`src/rtl/cache_params.svh`:
```
`ifndef CACHE_PARAMS_SVH
`define CACHE_PARAMS_SVH

// number of sets and words per block
`define CACHE_SETS        16
`define CACHE_BLOCK_WORDS 4

// the low two address bits select the byte
`define CACHE_INDEX_BITS  $clog2(`CACHE_SETS)
`define CACHE_WORD_BITS   $clog2(`CACHE_BLOCK_WORDS)

// tag gets whatever is left of the 32-bit address
`define CACHE_TAG_BITS    (32 - `CACHE_INDEX_BITS - `CACHE_WORD_BITS - 2)

// one block is also one bus transfer
`define CACHE_BLOCK_BITS  (`CACHE_BLOCK_WORDS * 32)

`endif

```
`src/rtl/cache_pkg.sv`:
```
`default_nettype none
`include "cache_params.svh"

package cache_pkg;

    // field view of a core address
    typedef struct packed {
        logic [`CACHE_TAG_BITS-1:0]   tag;
        logic [`CACHE_INDEX_BITS-1:0] index;
        logic [`CACHE_WORD_BITS-1:0]  word;
        logic [1:0]                   byte_sel;
    } addr_fields_t;

    // same 32 bits read raw or split into fields
    typedef union packed {
        logic [31:0]  raw;
        addr_fields_t f;
    } addr_u;

    typedef enum logic [1:0] {
        st_invalid = 2'd0,
        st_clean   = 2'd1,
        st_dirty   = 2'd2
    } block_state_t;

    // two ways only
    typedef logic way_t;

endpackage

`default_nettype wire

```
`src/rtl/cache_ifs.sv`:
```
`timescale 1ns/100ps
`default_nettype none
`include "cache_params.svh"

interface tag_if
    import cache_pkg::*;
();
    // set to read with the result one cycle later
    logic [`CACHE_INDEX_BITS-1:0] lookup;
    addr_u                        req_addr;
    logic                         fill;
    logic                         mark_dirty;
    logic                         fill_dirty;

    logic                         hit;
    way_t                         hit_way;
    way_t                         victim_way;
    logic                         victim_dirty;
    logic [`CACHE_TAG_BITS-1:0]   victim_tag;
    logic                         sweep_done;

    modport ctrl (
        output lookup, req_addr, fill, mark_dirty, fill_dirty,
        input  hit, hit_way, victim_way, victim_dirty, victim_tag, sweep_done
    );

    modport tags (
        input  lookup, req_addr, fill, mark_dirty, fill_dirty,
        output hit, hit_way, victim_way, victim_dirty, victim_tag, sweep_done
    );
endinterface


`default_nettype wire

```
`src/rtl/cache_tags.sv`:
```
`timescale 1ns/100ps
`default_nettype none
`include "cache_params.svh"

module cache_tags
    import cache_pkg::*;
(
    input wire logic clk_i,
    input wire logic nreset_i,
    tag_if.tags      tags
);
    logic [`CACHE_TAG_BITS-1:0]   tag_mem   [2][`CACHE_SETS];
    block_state_t                 state_mem [2][`CACHE_SETS];
    way_t                         lru_mem   [`CACHE_SETS];

    logic [`CACHE_TAG_BITS-1:0]   rd_tag_q   [2];
    block_state_t                 rd_state_q [2];
    way_t                         rd_lru_q;

    logic [`CACHE_INDEX_BITS:0]   sweep_q;
    logic [`CACHE_INDEX_BITS-1:0] set_idx;
    logic [1:0]                   match;

    assign set_idx         = tags.req_addr.f.index;
    // msb set once every set has been cleared
    assign tags.sweep_done = sweep_q[`CACHE_INDEX_BITS];

    always_ff @(posedge clk_i) begin
        if (nreset_i) begin
            sweep_q <= '0;
        end else if (!tags.sweep_done) begin
            sweep_q <= sweep_q + 1'b1;
        end
    end

    // whole set read every cycle
    always_ff @(posedge clk_i) begin
        for (int w = 0; w < 2; w++) begin
            rd_tag_q[w]   <= tag_mem[w][tags.lookup];
            rd_state_q[w] <= state_mem[w][tags.lookup];
        end
        rd_lru_q <= lru_mem[tags.lookup];
    end

    always_comb begin
        for (int w = 0; w < 2; w++) begin
            match[w] = (rd_state_q[w] != st_invalid) && (rd_tag_q[w] == tags.req_addr.f.tag);
        end
    end

    assign tags.hit     = |match;
    assign tags.hit_way = match[1];

    // empty way first, lru way otherwise
    assign tags.victim_way   = (rd_state_q[0] == st_invalid) ? 1'b0 :
                               (rd_state_q[1] == st_invalid) ? 1'b1 : rd_lru_q;
    assign tags.victim_dirty = rd_state_q[tags.victim_way] == st_dirty;
    assign tags.victim_tag   = rd_tag_q[tags.victim_way];

    always_ff @(posedge clk_i) begin
        if (!tags.sweep_done) begin
            state_mem[0][sweep_q[`CACHE_INDEX_BITS-1:0]] <= st_invalid;
            state_mem[1][sweep_q[`CACHE_INDEX_BITS-1:0]] <= st_invalid;
            lru_mem[sweep_q[`CACHE_INDEX_BITS-1:0]]      <= 1'b0;
        end else if (tags.fill) begin
            tag_mem[tags.victim_way][set_idx]   <= tags.req_addr.f.tag;
            state_mem[tags.victim_way][set_idx] <= tags.fill_dirty ? st_dirty : st_clean;
            lru_mem[set_idx]                    <= ~tags.victim_way;
        end else if (tags.hit) begin
            // while idle the last hit repeats, rewriting the same lru value
            if (tags.mark_dirty) begin
                state_mem[tags.hit_way][set_idx] <= st_dirty;
            end
            lru_mem[set_idx] <= ~tags.hit_way;
        end
    end

endmodule

`default_nettype wire

```
`src/flat_wrapper.sv`:
```
// flat-port wrapper written by rule: the top's interface ports become plain ports
module cache_tags_flat import cache_pkg::*;
  (clk_i, nreset_i, tags_lookup, tags_req_addr, tags_fill, tags_mark_dirty, tags_fill_dirty, tags_hit, tags_hit_way, tags_victim_way, tags_victim_dirty, tags_victim_tag, tags_sweep_done);
  tag_if tags_i ();
  input wire logic clk_i;
  input wire logic nreset_i;
  input wire logic [$bits(tags_i.lookup)-1:0] tags_lookup;
  input wire logic [$bits(tags_i.req_addr)-1:0] tags_req_addr;
  input wire logic [$bits(tags_i.fill)-1:0] tags_fill;
  input wire logic [$bits(tags_i.mark_dirty)-1:0] tags_mark_dirty;
  input wire logic [$bits(tags_i.fill_dirty)-1:0] tags_fill_dirty;
  output wire logic [$bits(tags_i.hit)-1:0] tags_hit;
  output wire logic [$bits(tags_i.hit_way)-1:0] tags_hit_way;
  output wire logic [$bits(tags_i.victim_way)-1:0] tags_victim_way;
  output wire logic [$bits(tags_i.victim_dirty)-1:0] tags_victim_dirty;
  output wire logic [$bits(tags_i.victim_tag)-1:0] tags_victim_tag;
  output wire logic [$bits(tags_i.sweep_done)-1:0] tags_sweep_done;
  assign tags_i.lookup = tags_lookup;
  assign tags_i.req_addr = tags_req_addr;
  assign tags_i.fill = tags_fill;
  assign tags_i.mark_dirty = tags_mark_dirty;
  assign tags_i.fill_dirty = tags_fill_dirty;
  assign tags_hit = tags_i.hit;
  assign tags_hit_way = tags_i.hit_way;
  assign tags_victim_way = tags_i.victim_way;
  assign tags_victim_dirty = tags_i.victim_dirty;
  assign tags_victim_tag = tags_i.victim_tag;
  assign tags_sweep_done = tags_i.sweep_done;
  cache_tags u_core (.clk_i(clk_i), .nreset_i(nreset_i), .tags(tags_i));
endmodule
```
`config.mk`:
```
export PLATFORM = sky130hd
export DESIGN_NAME = cache_tags_flat
export DESIGN_NICKNAME = d
export VERILOG_FILES = /design/src/rtl/cache_pkg.sv /design/src/rtl/cache_ifs.sv /design/src/rtl/cache_tags.sv /design/src/flat_wrapper.sv
export VERILOG_INCLUDE_DIRS = /design/src /design/src/rtl
export SDC_FILE = /design/constraint.sdc
export NUM_CORES = 1
export LEC_CHECK = 0
export ABC_CLOCK_PERIOD_IN_PS = 2800
export BUFFER_PORTS_ARGS = -buffer_cell sky130_fd_sc_hd__buf_2
export CORE_ASPECT_RATIO = 1.25
export CORE_MARGIN = 3
export CORE_UTILIZATION = 50
export CTS_BUF_LIST = sky130_fd_sc_hd__clkbuf_4 sky130_fd_sc_hd__clkbuf_8
export CTS_CLUSTER_SIZE = 10
export DETAILED_ROUTE_END_ITERATION = 10
export GPL_TIMING_DRIVEN = 0
export PLACE_DENSITY = 0.7
export SLEW_MARGIN = 10
export SYNTH_ARGS = -nofsm -noshare
export SYNTH_HDL_FRONTEND = slang
export SYNTH_SLANG_ARGS = --single-unit
```
`constraint.sdc`:
```
create_clock -name clk_i -period 2.8 [get_ports clk_i]
set_input_delay 0.14 -clock clk_i [delete_from_list [all_inputs] [get_ports clk_i]]
set_output_delay 0.14 -clock clk_i [all_outputs]
set_load 0.03 [all_outputs]
```
==> metrics <==
H-tree depth=4; Syn Nets=between 1500 and 2000; synthesis-to-finish area growth=17.21%; Pwr Density=~670 nW/µm²; fin util=between 50% and 60%; DRT antenna net count=0; worst-skew pair later-pin latency=roughly 0.8 ns; Critical Path Sink Type=output port; full die area=roughly 74000 µm²; number of enable flip-flop cells after synthesis=approximately 850; # DRC=0; final worst setup slack=0.006689 ns; DR iter-0 viols=2275; worst slack, placed=-1.176 ns; vias=between 15000 and 20000; Clock Skews=0.04428 ns; core area=69590 µm²; initial antenna violation count=2; mapped cell area=approximately 35000 µm²; Final Max Tran Viols=0; DP HPWL=roughly 57 mm; final setup fails=0; final hold vios=0; Reg power frac=54.3%; Worst Path Required=2.66 ns; cts bufs inserted=roughly 140; row count=~110; initial core utilization=between 50% and 60%; Final Cell Area=roughly 41000 µm²; number of port buffers=slightly below 60; critical path type=reg2out; CTS tree=built; routability cong.=~0.96; top achievable clock speed=~0.36 GHz; most frequent cells in the layout=edfxtp_1, mux4_2, clkbuf_8; TNS Setup=0 ns; hold_ws=0.1128 ns; largest net degree at the start of global routing=35; Logic pwr share=under 10%; fraction of layout cells with a size suffix above 1=34.50%; Yosys top cell area share=just over 70%; via/cell ratio=a little over 6; CP Launch Type=flip-flop; top cells by area, synth=edfxtp_1, mux4_2, dfxtp_1; clock group share of total power=roughly two fifths; vias in the first global route=between 15000 and 20000; Final Cycle Share=between 90% and 100%; most common cell after layout, fill and taps aside=edfxtp_1; layout net count=approximately 2000; maximum vdd drop=0.0004761 V; final std cells w/o fill=between 2000 and 3000; syn_area_per_cell=21.29 µm²; die height=a little over 300 µm; Yosys cell types=between 40 and 50; Sw Share=between 20% and 30%; Clock Sink Count=906; sw power=approximately 6.3 mW; Syn Inst Count=around 1700; Max Fanout on Critical Path=10; routed wire length=between 90 and 100 mm; sequential area share after synthesis=around three quarters; Worst EP arrival=about 2.7 ns; Max-Cap Viols=0; clock root cell=clkbuf_8; Yosys reg bits=slightly above 900; drt wl/cell=30.40 µm; DRT Pass-1 Iters=8; total power after layout=between 20 and 30 mW; Worst-path clk slew=about 0.070 ns; Ys Warns=0; die span in x=~240 µm; Hold WC Path Type=in2reg; placed inst area=37730 µm²; status=completed; I/O pin cnt=70; relative slew slack=18.36%; FFs w/ async S/R, synth=0%; Global Route Usage Sum=between 20% and 30%; crit path time final=between 2 and 3 ns; internal power=21.34 mW; first-pass GRT wire length=130.5 mm; total grt overflow=0; static leakage=approximately 13 nW; Least-Margin Pin Slew=about 1.2 ns; clk buf depth=3; Synth area leader=edfxtp_1; ys flop type=edfxtp_1; dpl cells=2681
## power groups by stage
stage	combinational, mW	sequential [mW]	clock (mW)
after CTS	1.81	15.0	10.9
after global routing	1.92	15.0	11.5
final	1.83	15.0	10.8
after global placement	1.66	15.3	0
after detailed placement	1.70	15.3	0
after floorplan	1.00	15.2	0
## cell usage after synthesis (2+ instances only)
master	instances
xnor2_1	4
and3_1	3
buf_4	5
buf_6	18
edfxtp_1	848
clkbuf_1	40
mux4_2	253
dfxtp_1	58
xor2_1	46
nand2_1	109
inv_1	4
o21ai_0	33
nand3b_1	2
nor4_2	2
nor3_1	4
nor4_1	11
ha_1	4
a21oi_1	3
nor2_2	10
nand4_1	5
nor2b_1	8
mux4_1	12
buf_1	9
o21ai_1	13
buf_2	8
a21oi_2	2
o31ai_1	3
nor2_1	104
nand3_1	19
## worst max-delay path, stage by stage, from the launching register on
cell and delay (ns):
dfxtp_1 0.36, nor2_4 0.23, o22ai_4 0.12, buf_12 0.16
inv_4 0.18, clkbuf_2 0.33, nand2_1 0.12, nand2_1 0.13
buf_2 0.22
## flip-flops by register name (all words and copies together) (netlist names)
register,cells
u_core.lru_mem,16
u_core.rd_lru_q,1
u_core.tag_mem,768
u_core.rd_state_q,4
u_core.state_mem,64
u_core.rd_tag_q,48
u_core.sweep_q,5
## path summary, 6_finish.rpt
check                                                to  cells past startpoint                    start  slack (ns)
worst max register to register  u_core.state_mem[1][16]                      8   u_core.rd_tag_q[1][14]        0.08
worst max-delay path                 tags_victim_tag[7]                      8  u_core.rd_state_q[1][0]       0.007
worst min-delay path             u_core.rd_tag_q[1][23]                      2           tags_lookup[3]        0.11
worst min register to register        u_core.sweep_q[4]                      3        u_core.sweep_q[3]        0.66
## kinds of logic after synthesis
| kind of cell | after synthesis | share of synthesized area (%) |
|---|---|---|
| XOR/XNOR | 50 | 1.242 |
| flip-flops | 906 | 75.52 |
| AO/OA/AOI/OAI | 62 | 1.100 |
| adder cells (fa/ha/maj) | 4 | 0.1420 |
| AND/OR/NAND/NOR | 281 | 3.474 |
| multiplexers | 266 | 17.08 |
| buffers and inverters | 87 | 1.441 |
## metal layers
metal / global-route usage [%] / up-vias / part of all wire (%)
li1: - / 7411 / -
met4: 11.06 / 0 / 4.6
met2: 42.45 / 1069 / 51
met5: 0 / - / 0
met1: 31.21 / 9564 / 36
met3: 6.241 / 268 / 8.9
## final cells by class
| type | count | area (µm²) |
|---|---|---|
| Sequential cell | 906 | 26630 |
| Timing Repair Buffer | 149 | 1808 |
| Inverter | 6 | 27.53 |
| Clock inverter | 39 | 230.2 |
| Antenna cell | 2 | 5.005 |
| Multi-Input combinational cell | 663 | 8462 |
| Tap cell | 935 | 1170 |
| Fill cell | 4834 | 28260 |
| Buffer | 81 | 505.5 |
| Clock buffer | 208 | 2494 |
## timing repair
item / 4_1_cts / 5_1_grt
resized for setup: 25 / 22
setup buffers: 21 / 6
pin swaps: 17 / 8
setup endpoints to repair: 839 / 138
hold buffers: 32 / 0
hold endpoints to repair: 806 / 0
Note: power is estimated with default switching activity, not from simulation.
