===== src/rtl/cache_params.svh =====
`ifndef CACHE_PARAMS_SVH
`define CACHE_PARAMS_SVH

// number of sets and words per block
`define CACHE_SETS        16
`define CACHE_BLOCK_WORDS 4

// the low two address bits select the byte
`define CACHE_INDEX_BITS  $clog2(`CACHE_SETS)
`define CACHE_WORD_BITS   $clog2(`CACHE_BLOCK_WORDS)

// tag gets whatever is left of the 32-bit address
`define CACHE_TAG_BITS    (32 - `CACHE_INDEX_BITS - `CACHE_WORD_BITS - 2)

// one block is also one bus transfer
`define CACHE_BLOCK_BITS  (`CACHE_BLOCK_WORDS * 32)

`endif


===== src/rtl/bus_pkg.sv =====
`default_nettype none
`include "cache_params.svh"

package bus_pkg;

    // a whole block as stored and as moved on the bus
    typedef logic [`CACHE_BLOCK_BITS-1:0] block_t;

    // one enable per byte of a block
    typedef logic [`CACHE_BLOCK_BITS/8-1:0] block_mask_t;

endpackage

`default_nettype wire


===== src/rtl/cache_pkg.sv =====
`default_nettype none
`include "cache_params.svh"

package cache_pkg;

    // field view of a core address
    typedef struct packed {
        logic [`CACHE_TAG_BITS-1:0]   tag;
        logic [`CACHE_INDEX_BITS-1:0] index;
        logic [`CACHE_WORD_BITS-1:0]  word;
        logic [1:0]                   byte_sel;
    } addr_fields_t;

    // same 32 bits read raw or split into fields
    typedef union packed {
        logic [31:0]  raw;
        addr_fields_t f;
    } addr_u;

    typedef enum logic [1:0] {
        st_invalid = 2'd0,
        st_clean   = 2'd1,
        st_dirty   = 2'd2
    } block_state_t;

    // two ways only
    typedef logic way_t;

endpackage

`default_nettype wire


===== src/rtl/cache_ifs.sv =====
`timescale 1ns/100ps
`default_nettype none
`include "cache_params.svh"

interface tag_if
    import cache_pkg::*;
();
    // set to read with the result one cycle later
    logic [`CACHE_INDEX_BITS-1:0] lookup;
    addr_u                        req_addr;
    logic                         fill;
    logic                         mark_dirty;
    logic                         fill_dirty;

    logic                         hit;
    way_t                         hit_way;
    way_t                         victim_way;
    logic                         victim_dirty;
    logic [`CACHE_TAG_BITS-1:0]   victim_tag;
    logic                         sweep_done;

    modport ctrl (
        output lookup, req_addr, fill, mark_dirty, fill_dirty,
        input  hit, hit_way, victim_way, victim_dirty, victim_tag, sweep_done
    );

    modport tags (
        input  lookup, req_addr, fill, mark_dirty, fill_dirty,
        output hit, hit_way, victim_way, victim_dirty, victim_tag, sweep_done
    );
endinterface

interface data_if
    import cache_pkg::*;
    import bus_pkg::*;
();
    logic                         rd;
    logic [`CACHE_INDEX_BITS-1:0] index;
    logic                         wr;
    way_t                         way;
    logic [`CACHE_WORD_BITS-1:0]  word;
    logic [3:0]                   be;
    logic [31:0]                  wdata;
    logic                         fill;
    block_t                       fill_data;

    logic [31:0]                  rdata_word;
    block_t                       victim_block;

    modport ctrl (
        output rd, index, wr, way, word, be, wdata, fill, fill_data,
        input  rdata_word, victim_block
    );

    modport array (
        input  rd, index, wr, way, word, be, wdata, fill, fill_data,
        output rdata_word, victim_block
    );
endinterface

`default_nettype wire


===== src/rtl/cache_ctrl.sv =====
`timescale 1ns/100ps
`default_nettype none
`include "cache_params.svh"

module cache_ctrl
    import cache_pkg::*;
    import bus_pkg::*;
(
    input  wire logic        clk_i,
    input  wire logic        nreset_i,
    input  wire logic        cc_valid_i,
    output logic             cc_ready_o,
    input  wire logic        cc_we_i,
    input  wire logic [3:0]  cc_be_i,
    input  wire addr_u       cc_addr_i,
    input  wire logic [31:0] cc_wdata_i,
    output logic             cc_valid_o,
    output logic [31:0]      cc_rdata_o,
    output logic             cb_valid_o,
    input  wire logic        cb_yumi_i,
    output logic             cb_we_o,
    output logic [31:0]      cb_addr_o,
    output block_t           cb_wdata_o,
    input  wire logic        cb_valid_i,
    input  wire block_t      cb_data_i,
    tag_if.ctrl              tags,
    data_if.ctrl             data
);
    typedef enum logic [2:0] {
        s_idle, s_lookup, s_evict, s_fill_req, s_fill_wait
    } ctrl_state_t;

    ctrl_state_t state_q, state_d;

    addr_u       req_addr_q;
    logic        req_we_q;
    logic [3:0]  req_be_q;
    logic [31:0] req_wdata_q;

    logic  accept, in_lookup, miss, write_hit, fill_now;
    addr_u wb_addr, fill_addr;

    assign accept    = cc_valid_i & cc_ready_o;
    assign in_lookup = state_q == s_lookup;
    assign miss      = in_lookup & ~tags.hit;
    assign write_hit = in_lookup & tags.hit & req_we_q;
    assign fill_now  = (state_q == s_fill_wait) & cb_valid_i;

    always_comb begin
        state_d = state_q;
        case (state_q)
            s_idle:      state_d = accept ? s_lookup : s_idle;
            s_lookup: begin
                if (tags.hit) begin
                    state_d = s_idle;
                end else if (tags.victim_dirty) begin
                    state_d = cb_yumi_i ? s_fill_req : s_evict;
                end else begin
                    // clean miss asks for the fill right away
                    state_d = cb_yumi_i ? s_fill_wait : s_fill_req;
                end
            end
            s_evict:     state_d = cb_yumi_i ? s_fill_req : s_evict;
            s_fill_req:  state_d = cb_yumi_i ? s_fill_wait : s_fill_req;
            s_fill_wait: state_d = cb_valid_i ? s_idle : s_fill_wait;
            default:     state_d = s_idle;
        endcase
    end

    always_ff @(posedge clk_i) begin
        if (nreset_i) begin
            state_q <= s_idle;
        end else begin
            state_q <= state_d;
        end
    end

    always_ff @(posedge clk_i) begin
        if (accept) begin
            req_addr_q  <= cc_addr_i;
            req_we_q    <= cc_we_i;
            req_be_q    <= cc_be_i;
            req_wdata_q <= cc_wdata_i;
        end
    end

    // bus addresses are block aligned
    always_comb begin
        wb_addr           = '0;
        wb_addr.f.tag     = tags.victim_tag;
        wb_addr.f.index   = req_addr_q.f.index;
        fill_addr         = '0;
        fill_addr.f.tag   = req_addr_q.f.tag;
        fill_addr.f.index = req_addr_q.f.index;
    end

    assign cc_ready_o = (state_q == s_idle) & tags.sweep_done;
    assign cc_valid_o = (in_lookup & tags.hit) | fill_now;
    assign cc_rdata_o = req_we_q ? 32'd0 : data.rdata_word;

    assign cb_valid_o = miss | (state_q == s_evict) | (state_q == s_fill_req);
    assign cb_we_o    = (miss & tags.victim_dirty) | (state_q == s_evict);
    assign cb_addr_o  = cb_we_o ? wb_addr.raw : fill_addr.raw;
    assign cb_wdata_o = data.victim_block;

    // new index on acceptance, then hold the registered one
    assign tags.lookup     = accept ? cc_addr_i.f.index : req_addr_q.f.index;
    assign tags.req_addr   = req_addr_q;
    assign tags.fill       = fill_now;
    assign tags.mark_dirty = write_hit;
    assign tags.fill_dirty = req_we_q;

    assign data.rd        = accept;
    assign data.index     = tags.lookup;
    assign data.wr        = write_hit;
    assign data.way       = (in_lookup & tags.hit) ? tags.hit_way : tags.victim_way;
    assign data.word      = req_addr_q.f.word;
    // a read merges nothing into the fill
    assign data.be        = req_we_q ? req_be_q : 4'b0000;
    assign data.wdata     = req_wdata_q;
    assign data.fill      = fill_now;
    assign data.fill_data = cb_data_i;

endmodule

`default_nettype wire


===== src/flat_wrapper.sv =====
// flat-port wrapper written by rule: the top's interface ports become plain ports
module cache_ctrl_flat import cache_pkg::*; import bus_pkg::*;
  (clk_i, nreset_i, cc_valid_i, cc_ready_o, cc_we_i, cc_be_i, cc_addr_i, cc_wdata_i, cc_valid_o, cc_rdata_o, cb_valid_o, cb_yumi_i, cb_we_o, cb_addr_o, cb_wdata_o, cb_valid_i, cb_data_i, tags_lookup, tags_req_addr, tags_fill, tags_mark_dirty, tags_fill_dirty, tags_hit, tags_hit_way, tags_victim_way, tags_victim_dirty, tags_victim_tag, tags_sweep_done, data_rd, data_index, data_wr, data_way, data_word, data_be, data_wdata, data_fill, data_fill_data, data_rdata_word, data_victim_block);
  tag_if tags_i ();
  data_if data_i ();
  input  wire logic clk_i;
  input  wire logic nreset_i;
  input  wire logic cc_valid_i;
  output logic cc_ready_o;
  input  wire logic cc_we_i;
  input  wire logic [3:0] cc_be_i;
  input  wire addr_u cc_addr_i;
  input  wire logic [31:0] cc_wdata_i;
  output logic cc_valid_o;
  output logic [31:0] cc_rdata_o;
  output logic cb_valid_o;
  input  wire logic cb_yumi_i;
  output logic cb_we_o;
  output logic [31:0] cb_addr_o;
  output block_t cb_wdata_o;
  input  wire logic cb_valid_i;
  input  wire block_t cb_data_i;
  output wire logic [$bits(tags_i.lookup)-1:0] tags_lookup;
  output wire logic [$bits(tags_i.req_addr)-1:0] tags_req_addr;
  output wire logic [$bits(tags_i.fill)-1:0] tags_fill;
  output wire logic [$bits(tags_i.mark_dirty)-1:0] tags_mark_dirty;
  output wire logic [$bits(tags_i.fill_dirty)-1:0] tags_fill_dirty;
  input wire logic [$bits(tags_i.hit)-1:0] tags_hit;
  input wire logic [$bits(tags_i.hit_way)-1:0] tags_hit_way;
  input wire logic [$bits(tags_i.victim_way)-1:0] tags_victim_way;
  input wire logic [$bits(tags_i.victim_dirty)-1:0] tags_victim_dirty;
  input wire logic [$bits(tags_i.victim_tag)-1:0] tags_victim_tag;
  input wire logic [$bits(tags_i.sweep_done)-1:0] tags_sweep_done;
  output wire logic [$bits(data_i.rd)-1:0] data_rd;
  output wire logic [$bits(data_i.index)-1:0] data_index;
  output wire logic [$bits(data_i.wr)-1:0] data_wr;
  output wire logic [$bits(data_i.way)-1:0] data_way;
  output wire logic [$bits(data_i.word)-1:0] data_word;
  output wire logic [$bits(data_i.be)-1:0] data_be;
  output wire logic [$bits(data_i.wdata)-1:0] data_wdata;
  output wire logic [$bits(data_i.fill)-1:0] data_fill;
  output wire logic [$bits(data_i.fill_data)-1:0] data_fill_data;
  input wire logic [$bits(data_i.rdata_word)-1:0] data_rdata_word;
  input wire logic [$bits(data_i.victim_block)-1:0] data_victim_block;
  assign tags_lookup = tags_i.lookup;
  assign tags_req_addr = tags_i.req_addr;
  assign tags_fill = tags_i.fill;
  assign tags_mark_dirty = tags_i.mark_dirty;
  assign tags_fill_dirty = tags_i.fill_dirty;
  assign tags_i.hit = tags_hit;
  assign tags_i.hit_way = tags_hit_way;
  assign tags_i.victim_way = tags_victim_way;
  assign tags_i.victim_dirty = tags_victim_dirty;
  assign tags_i.victim_tag = tags_victim_tag;
  assign tags_i.sweep_done = tags_sweep_done;
  assign data_rd = data_i.rd;
  assign data_index = data_i.index;
  assign data_wr = data_i.wr;
  assign data_way = data_i.way;
  assign data_word = data_i.word;
  assign data_be = data_i.be;
  assign data_wdata = data_i.wdata;
  assign data_fill = data_i.fill;
  assign data_fill_data = data_i.fill_data;
  assign data_i.rdata_word = data_rdata_word;
  assign data_i.victim_block = data_victim_block;
  cache_ctrl u_core (.clk_i(clk_i), .nreset_i(nreset_i), .cc_valid_i(cc_valid_i), .cc_ready_o(cc_ready_o), .cc_we_i(cc_we_i), .cc_be_i(cc_be_i), .cc_addr_i(cc_addr_i), .cc_wdata_i(cc_wdata_i), .cc_valid_o(cc_valid_o), .cc_rdata_o(cc_rdata_o), .cb_valid_o(cb_valid_o), .cb_yumi_i(cb_yumi_i), .cb_we_o(cb_we_o), .cb_addr_o(cb_addr_o), .cb_wdata_o(cb_wdata_o), .cb_valid_i(cb_valid_i), .cb_data_i(cb_data_i), .tags(tags_i), .data(data_i));
endmodule

===== config.mk =====
export PLATFORM = sky130hd
export DESIGN_NAME = cache_ctrl_flat
export DESIGN_NICKNAME = d
export VERILOG_FILES = /design/src/rtl/bus_pkg.sv /design/src/rtl/cache_pkg.sv /design/src/rtl/cache_ifs.sv /design/src/rtl/cache_ctrl.sv /design/src/flat_wrapper.sv
export VERILOG_INCLUDE_DIRS = /design/src /design/src/rtl
export SDC_FILE = /design/constraint.sdc
export NUM_CORES = 1
export LEC_CHECK = 0
export BUFFER_PORTS_ARGS = -buffer_cell sky130_fd_sc_hd__buf_2
export CELL_PAD_IN_SITES_DETAIL_PLACEMENT = 1
export CELL_PAD_IN_SITES_GLOBAL_PLACEMENT = 1
export CORE_AREA = 2 2 311 313
export CTS_CLUSTER_DIAMETER = 150
export DETAILED_ROUTE_END_ITERATION = 10
export DIE_AREA = 0 0 313 315
export PLACE_DENSITY_LB_ADDON = 0.25
export SYNTH_ARGS = -nofsm -noshare
export SYNTH_HDL_FRONTEND = slang
export SYNTH_SLANG_ARGS = --single-unit

===== constraint.sdc =====
create_clock -name clk_i -period 4.65 [get_ports clk_i]
set_clock_uncertainty 0.15 [all_clocks]
set_input_delay 0.6975 -clock clk_i [delete_from_list [all_inputs] [get_ports clk_i]]
set_output_delay 0.6975 -clock clk_i [all_outputs]
set_load 0.02 [all_outputs]

==> results.md, run 1 <==
* DR WL/cell at between 15 and 20 µm
* Wirelength, routed at between 30 and 40 mm
* Leading area contributor after synthesis: edfxtp_1
* Clock sink total at 72
* Leak at approximately 2.4 nW
* WP buf/inv at 2
* Placed insts at 1739
* Fin util at 0.06672
* Worst-path fanout max at 15
* Nature of the critical path endpoint: output pin
* Port Buffers at 283
* Top-area cell type share of the netlist area at 0.4028
* Synth async-reset ratio at 0
* Slew margin rel. at 0.5982
* Setup violators final at 0
* Synth unique cells at 31
* Synth Register Bits at between 70 and 80
* P&R area growth vs syn at 24.15%
* CTS tree: yes
* Min-delay src: cc_addr_i[15]
* Placement Setup Slack at 1.232 ns
* Final min period at 3.508 ns
* Initial antenna violation count at 10
* DR vias/cell at 1.879
* Ratio of cells with drive above 1 in the final layout at 0.7056
* RSZ-0062 raised after global routing: no
* Largest net degree at the start of global routing at 44
* # H-tree levels at 3
* Antenna-violating nets left at 0
* Final Max Tran Viols at 0
* Critical path class: reg -> out
* Total GRT Usage at 0.05773
* Die W at 313 µm
* RR Startpoint: u_core.state_q[1]
* Skew-Pair Late Insertion Delay at 0.35 ns
* Top_reg_cell synth: edfxtp_1
* Drt initial violations at 107
* Core area at 0.09571 mm²
* Nets@finish at between 800 and 900
* HPWL after DPL at 26.98 mm
* Vias in the first global route at 3763
* Final WS setup at 1.142 ns
* Pwr/cell area at ~290 mW/mm²
* Rows at 114
* Worst reg2reg path endpoint: u_core.req_be_q[2]
* Die Span Y at 315 µm
* # Max-Cap Violations at 0
* Fin cells at 1757
* Area of the mapped netlist at 0.005144 mm²
* Endpoints failing hold at 0
* VDD IR-drop max at 0.0002027 V
* Synth top area cells: edfxtp_1 (40%), buf_4 (40%), mux2_4 (5.5%), nor2b_1 (4.3%), mux2_2 (2.2%)
* Worst-margin pin slew at approximately 0.6 ns
* CP max stage delay at 0.71 ns
* Synth Warn # at 0
* Die footprint at 0.09860 mm²
* Grt ovf at 0
* F_max at 285.0 MHz
* Global-route wire length before repair at 37.23 mm
* DRC errors left at 0
* Crit path DAT at approximately 2.7 ns
* Hold buffers post-CTS at 0
* Sum Neg Setup Slack at 0 ns
* Post-Syn Area per Cell at 11.35 µm²
* Hold Path Depth at 1
* Setup bufs post-CTS at 0
* Routability cong. at approximately 0.74
* Clock slew at reported path FFs at 0.07 ns
* Cts bufs inserted at 9
* CTS root buf: clkbuf_16
* Synth Instances at 453
* Post-CTS Resized at 0
* Reg2Reg Setup Slack at 2.35 ns
* CP startpoint kind: register
* Worst Reg2Reg Path Length in Cells at 4
* DR pass1 iterations at 4
* CTS Buffer Depth at 2
* End of the worst hold path: u_core.tags.req_addr[15]
* Number of synthesized flops with an enable pin at 69
* IO Pins at 800
* Initial Util at 0.05374
* Critical Path RT at 3.80 ns
* Slowest CP cell: dfxtp_1
* Vias at 3301
* Status: finished, final reports clean
* Filler cells at 11.36k
* Crit path cell chain: nand2b_2 -> a21oi_4 -> buf_4 -> mux2_2 -> buf_2
* Sequential share of the synthesized area at 0.4145
* Hold crit path type: in -> reg
* Delay-heaviest family, CP: flip-flops
* Fin crit share at 0.7545
==> final cells by class <==
type / count / area, µm² / share of cell area
flip-flops and latches: 72 / 2132 / 0.3339
well taps: 1276 / 1597 / 0.2500
repair buffers: 287 / 1446 / 0.2265
multi-input cells: 101 / 892.1 / 0.1397
clock buffers: 9 / 225.2 / 0.03527
clock inverters: 7 / 77.57 / 0.01215
inverters: 3 / 11.26 / 0.001763
diodes: 2 / 5.005 / 0.0007837
==> state kept, by name, indices dropped and copies added (netlist names) <==
signal / flops
u_core.data.wdata: 32
u_core.tags.req_addr: 32
u_core.req_be_q: 4
u_core.state_q: 3
u_core.tags.fill_dirty: 1
==> synth_stat cells, drive strengths merged, types with 3 or more instances <==
master  count
mux2       29
edfxtp     69
inv         3
clkbuf      3
buf       277
nand2       4
and2        4
nor2b      35
dfxtp       3
a21oi       5
==> through the flow <==
| step | hold slack (ns) | area (µm²) | power (W) |
|---|---|---|---|
| after floorplan | 0.3922 | 5155 | 0.001314 |
| after global placement | 0.5823 | 6078 | 0.001156 |
| after detailed placement | 0.5734 | 6078 | 0.001154 |
| after CTS | 0.3349 | 6381 | 0.001920 |
| after global routing | 0.3421 | 6381 | 0.001952 |
| final | 0.3589 | 6386 | 0.001867 |
==> layout by cell type, fill, tap and decap left out, drive strengths merged <==
| master | synthesis | layout |
|---|---|---|
| a31oi | 1 | 1 |
| nand4bb | 1 | 1 |
| nor3b | 2 | 2 |
| nor2 | 2 | 2 |
| nor4b | 2 | 2 |
| nand3 | 2 | 2 |
| clkinv | 0 | 3 |
| a221oi | 1 | 1 |
| o21ai | 1 | 1 |
| buf | 277 | 287 |
| nand2 | 4 | 4 |
| conb | 1 | 4 |
| clkbuf | 3 | 9 |
| ha | 2 | 2 |
| bufinv | 0 | 1 |
| diode | 0 | 2 |
| a2111oi | 1 | 1 |
| mux2 | 29 | 29 |
| nand2b | 1 | 1 |
| dfxtp | 3 | 3 |
| nor3 | 2 | 2 |
| a21oi | 5 | 5 |
| and2 | 4 | 4 |
| nor2b | 35 | 35 |
| inv | 3 | 6 |
| nand3b | 1 | 1 |
| and3 | 1 | 1 |
| edfxtp | 69 | 69 |
==> power breakdown <==
group	internal (W)	leakage (nW)	switching, W	total [W]
clock	0.000423	0.152	0.000316	0.000739
combinational	0.000139	1.54	0.000214	0.000354
sequential	0.000753	0.666	0.0000224	0.000775
total	0.00131	2.36	0.000553	0.00187
==> worst max path at each step <==
| stage | startpoint | endpoint | slack, ns | depth (start not counted) |
|---|---|---|---|---|
| floorplan | tags_sweep_done | data_rd | 1.07 | 3 |
| global route | u_core.state_q[1] | cb_addr_o[31] | 1.0 | 5 |
| global placement | tags_hit | cb_addr_o[31] | 1.28 | 6 |
| CTS | u_core.state_q[1] | cb_addr_o[11] | 1.06 | 5 |
| finish | u_core.state_q[1] | cb_addr_o[31] | 1.14 | 5 |
| detailed placement | tags_hit | cb_addr_o[11] | 1.23 | 6 |
==> layer usage <==
metal	global-route usage	vias to the layer above	wire, µm
li1	-	1251	-
met1	0.03698	1377	6790
met2	0.09383	502	13920
met3	0.06618	165	7665
met4	0.03502	6	1833
met5	0	-	44
==> logic make-up after synthesis <==
group / after synthesis / synth area share
buf+inv: 283 / 0.4143
flops: 72 / 0.4145
simple gates: 57 / 0.07565
mux: 29 / 0.07735
compound gates: 9 / 0.01265
fa+ha+maj: 2 / 0.004864
other cells: 1 / 0.0007290
Power figures use the tool's default switching activity.
==> run 2: changes to the inputs <==
--- a/config.mk
+++ b/config.mk
@@ -9,10 +9,10 @@
 export BUFFER_PORTS_ARGS = -buffer_cell sky130_fd_sc_hd__buf_2
 export CELL_PAD_IN_SITES_DETAIL_PLACEMENT = 1
 export CELL_PAD_IN_SITES_GLOBAL_PLACEMENT = 1
-export CORE_AREA = 2 2 311 313
+export CORE_AREA = 2 2 309 311
 export CTS_CLUSTER_DIAMETER = 150
 export DETAILED_ROUTE_END_ITERATION = 10
-export DIE_AREA = 0 0 313 315
+export DIE_AREA = 0 0 311 313
 export PLACE_DENSITY_LB_ADDON = 0.25
 export SYNTH_ARGS = -nofsm -noshare
 export SYNTH_HDL_FRONTEND = slang
==> constraint.sdc (replaced) <==
create_clock -name clk_i -period 3.63 [get_ports clk_i]
set_clock_uncertainty 0.15 [all_clocks]
set_input_delay 0.5445 -clock clk_i [delete_from_list [all_inputs] [get_ports clk_i]]
set_output_delay 0.5445 -clock clk_i [all_outputs]
set_load 0.02 [all_outputs]
==> run 2 against run 1 <==
Clock power is 39% higher. First-iteration DRC count shrank 36%. Critical endpoint is now cb_addr_o[9]. Global-route usage up 0.15 points. Sequential power rose by 28%. Critical path type unchanged.
==> results.md, run 2 (synthesis results as in run 1) <==
* Port Buffers at 283
* Total GRT Usage at 0.05926
* Hold crit path type: in -> reg
* Cts bufs inserted at 9
* DRC errors left at 0
* CTS Buffer Depth at 2
* Total power at 0.002489 W
* Die Span Y at 313 µm
* # Max-Cap Violations at 0
* Core area at about 0.094 mm²
* Wirelength, routed at a little over 30 mm
* Initial Util at 0.05463
* Routability cong. at 0.7343
* CTS root buf: clkbuf_16
* CP startpoint kind: register
* Rows at 113
* Worst-path fanout max at 21
* Cell-internal power at 0.001763 W
* Filler cells at 11.31k
* Worst-margin pin slew at 0.5889 ns
* VDD IR-drop max at approximately 0.00027 V
* Final min period at 3.056 ns
* Final Max Tran Viols at 0
* P&R area growth vs syn at 24.71%
* Commonest cells after routing, fill and taps aside: buf_2 (283), edfxtp_1 (69), nor2b_1 (35)
* Setup violators final at 0
* Global-route wire length before repair at 38.41 mm
* Initial antenna violation count at 7
* Seq pwr share at 0.399
* DR vias/cell at 1.903
* Drt initial violations at 69
* CTS tree: yes
* DR WL/cell at 17.54 µm
* Crit path DAT at 2.36 ns
* Switch share at 0.2914
* Endpoints failing hold at 0
* Clock power share at 0.413
* Nature of the critical path endpoint: output pin
* Pwr/cell area at 387.9 mW/mm²
* Largest net degree at the start of global routing at 61
* Nets@finish at 866
* Logic pwr share at 0.187
* Switch Pwr at 0.0007252 W
* Placed insts at ~1.7k
* Clock sink total at 72
* Sum Neg Setup Slack at 0 ns
* Die W at 311 µm
* Grt ovf at 0
* Vias at around 3.3k
* Antenna cells at 0
* Fin cells at between 1.5k and 2k
* # H-tree levels at 3
* Setup bufs post-CTS at 0
* RSZ-0062 raised after global routing: no
* Register area at 0.002132 mm²
* Hold buffers post-CTS at 0
* Slew margin rel. at 0.6068
* Clock slew at reported path FFs at 0.07 ns
* HPWL after DPL at 27.06 mm
* Critical path class: reg -> out
* Critical Path RT at 2.94 ns
* Ratio of cells with drive above 1 in the final layout at 0.7050
* Skew-Pair Late Insertion Delay at 0.35 ns
* Vias in the first global route at 3874
* Post-CTS Resized at 0
* DR pass1 iterations at 4
* IO Pins at 800
* Status: finished, final reports clean
* Leak at 2.365 nW
* Die footprint at 0.09734 mm²
* F_max at approximately 330 MHz
* Antenna-violating nets left at 0
* Fin crit share at 0.8420
* Commonest non-fill, non-tap cell in the layout: buf_2
* Multi-input logic area at 892.1 µm²
==> run 2: routing by layer <==
layer | global-route usage | share of wire | vias to the layer above
li1 | - | - | 1247
met1 | 0.04826 | 0.28 | 1430
met2 | 0.09456 | 0.45 | 483
met3 | 0.05339 | 0.20 | 153
met4 | 0.03590 | 0.061 | 4
met5 | 0 | 0.00075 | -
==> run 2: area by class of cell <==
cell class,count,area share
flip-flops and latches,72,0.3324
clock buffers,9,0.03511
clock inverters,7,0.01677
inverters,3,0.001755
repair buffers,286,0.2282
multi-input cells,101,0.1391
well taps,1265,0.2467
==> run 2: critical path, stage by stage (launching register included) <==
cell and delay, ns:
dfxtp_1 0.70, nand2b_2 0.14, a21oi_4 0.36, buf_12 0.24, mux2_2 0.37, buf_2 0.16
==> run 2: path summary, 6_finish.rpt <==
path              cells after the start  slack, ns              start                       end
setup / recovery                      5       0.57  u_core.state_q[1]              cb_addr_o[9]
hold / removal                        1       0.21      cc_addr_i[30]  u_core.tags.req_addr[30]
setup reg to reg                      4       1.40  u_core.state_q[2]     u_core.data.wdata[15]
hold reg to reg                       1       0.57  u_core.state_q[2]         u_core.state_q[1]
==> run 2: per-stage QoR <==
stage               hold WS (ns)  utilization  instance area (µm²)  setup slack (ns)
floorplan                 0.3922            -                 5155            0.3517
CTS                       0.1851      0.06813                 6415            0.5318
global placement          0.5525      0.06459                 6082            0.8806
detailed placement        0.5702      0.06459                 6082            0.8121
finish                    0.2053      0.06813                 6415            0.5736
global route              0.1877      0.06813                 6415            0.4373
==> run 2: power by group through the flow <==
stage / logic (W) / registers (W) / clock network (W)
floorplan: 0.000634 / 0.00105 / 0
global placement: 0.000480 / 0.00102 / 0
detailed placement: 0.000480 / 0.00101 / 0
CTS: 0.000481 / 0.000997 / 0.00107
global route: 0.000503 / 0.00100 / 0.00109
finish: 0.000466 / 0.000994 / 0.00103
==> run 3: changes to the inputs <==
==> constraint.sdc (replaced) <==
create_clock -name clk_i -period 3.1 [get_ports clk_i]
set_clock_uncertainty 0.15 [all_clocks]
set_input_delay 0.465 -clock clk_i [delete_from_list [all_inputs] [get_ports clk_i]]
set_output_delay 0.465 -clock clk_i [all_outputs]
set_load 0.02 [all_outputs]
==> run 3 against run 2 <==
Core utilization about the same. Sequential cell count unchanged. Via count down 1.1%. Routed wire length shrank 0.15%. Sequential share of layout area increased by 0.17 points. Highest routed layer unchanged. Power increased by 12%. Clock power increased by 4%.
==> results.md, run 3 (synthesis results as in run 1) <==
* Wirelength, routed at 30.53 mm
* Vias at 3280
* Antenna-violating nets left at 0
* Endpoints failing hold at 0
* CTS tree: yes
* Critical Path RT at 2.48 ns
* Hold crit path type: in -> reg
* Clock slew at reported path FFs at 0.07 ns
* Port Buffers at approximately 280
* F_max at 346.4 MHz
* CP max stage delay at 0.67 ns
* Clock sink total at between 70 and 80
* CTS Buffer Depth at 2
* Final min period at roughly 2.9 ns
* CP startpoint: u_core.state_q[1]
* Initial antenna violation count at 9
* Die Span Y at 313 µm
* Min-delay src: cc_wdata_i[4]
* Pwr/cell area at 435.6 mW/mm²
* # H-tree levels at 3
* Worst-path fanout max at 21
* Hold Path Depth at 1
* Grt ovf at 0
* Crit path DAT at 2.27 ns
* Post-CTS Resized at 0
* Initial Util at 0.05463
* CP startpoint kind: register
* P&R area growth vs syn at 24.08%
* Leak at ~2.3 nW
* Nets@finish at 869
* Slowest CP cell: dfxtp_1
* Largest net degree at the start of global routing at 45
* VDD IR-drop max at 0.0004259 V
* Filler cells at 11.30k
* Placed insts at about 1.7k
* Delay-heaviest family, CP: flip-flops
* WP buf/inv at 2
* Sum Neg Setup Slack at 0 ns
* RSZ-0062 raised after global routing: no
* RR Startpoint: u_core.state_q[2]
* Setup bufs post-CTS at 0
* HPWL after DPL at 27.22 mm
* Die footprint at 0.09734 mm²
* DR WL/cell at 17.48 µm
* Slew margin rel. at 0.6044
* Drt initial violations at 59
* CTS root buf: clkbuf_16
* Die W at 311 µm
* Ratio of cells with drive above 1 in the final layout at 0.7027
* Routability cong. at 0.7879
* # Max-Cap Violations at 0
* Rows at 113
* Critical path class: reg -> out
* Skew-Pair Late Insertion Delay at 0.35 ns
* DR pass1 iterations at 4
* Crit path cell chain: nand2b_2 -> a21oi_4 -> buf_4 -> mux2_2 -> buf_2
* Final Max Tran Viols at 0
* IO Pins at 800
* Fin cells at 1747
* Worst Reg2Reg Path Length in Cells at 4
* Nature of the critical path endpoint: output pin
* Setup violators final at 0
* Global-route wire length before repair at 37.70 mm
* Reg2Reg Setup Slack at 0.78 ns
* Core area at 0.09416 mm²
* DRC errors left at 0
* Hold buffers post-CTS at 0
* Cts bufs inserted at 9
* Status: finished, final reports clean
* Total GRT Usage at 0.05895
* Worst-margin pin slew at 0.5935 ns
* DR vias/cell at approximately 1.9
* Vias in the first global route at 3806
* Fin crit share at 0.9312
* Commonest cells after routing, fill and taps aside: buf_2 (283), edfxtp_1 (69), nor2b_1 (35)
* Crit path depth at 5
* Commonest non-fill, non-tap cell in the layout: buf_2
## run 3: path summary, 6_finish.rpt
kind / to
worst max-delay path: cb_addr_o[8]
worst min-delay path: u_core.data.wdata[4]
worst max register to register: u_core.tags.fill_dirty
worst min register to register: u_core.state_q[1]
## run 3: power breakdown
group          switching (W)  total [W]  internal [W]
sequential         0.0000347    0.00116       0.00113
clock               0.000445    0.00107      0.000628
combinational       0.000332   0.000543      0.000211
total               0.000812    0.00278       0.00197
## run 3: per-layer routing
layer	global-route usage	wire (µm)	vias up
li1	-	-	1255
met1	0.04148	7599	1360
met2	0.09690	14270	501
met3	0.06061	6894	154
met4	0.03458	1718	10
met5	0.001451	49	-
## run 3: cell type report
cell class | instances | area, µm² | share of cell area
Clock inverter | 6 | 67.56 | 0.01059
Sequential cell | 72 | 2132 | 0.3341
Timing Repair Buffer | 289 | 1461 | 0.2290
Antenna cell | 1 | 2.502 | 0.0003921
Multi-Input combinational cell | 101 | 892.1 | 0.1398
Clock buffer | 10 | 229.0 | 0.03588
Inverter | 3 | 15.01 | 0.002352
Tap cell | 1265 | 1583 | 0.2480
## run 3: stage by stage
stage | total power [W] | cell area (µm²) | hold WS (ns) | setup WS [ns] | util
global placement | 0.001750 | 6083 | 0.4909 | 0.5648 | 0.06460
CTS | 0.002844 | 6380 | 0.1101 | 0.1420 | 0.06775
detailed placement | 0.001746 | 6083 | 0.4939 | 0.5181 | 0.06460
finish | 0.002780 | 6382 | 0.1299 | 0.2133 | 0.06778
global route | 0.002897 | 6380 | 0.1151 | 0.05301 | 0.06775
floorplan | 0.001970 | 5159 | 0.3841 | 0.5760 | -
## run 3: worst reg2reg max path, stage by stage (launching register included)
cell        delay (ns)
dfxtp_1           0.45
nor4b_4           0.36
nand2_1           0.30
clkinvlp_4        0.18
buf_4             0.49
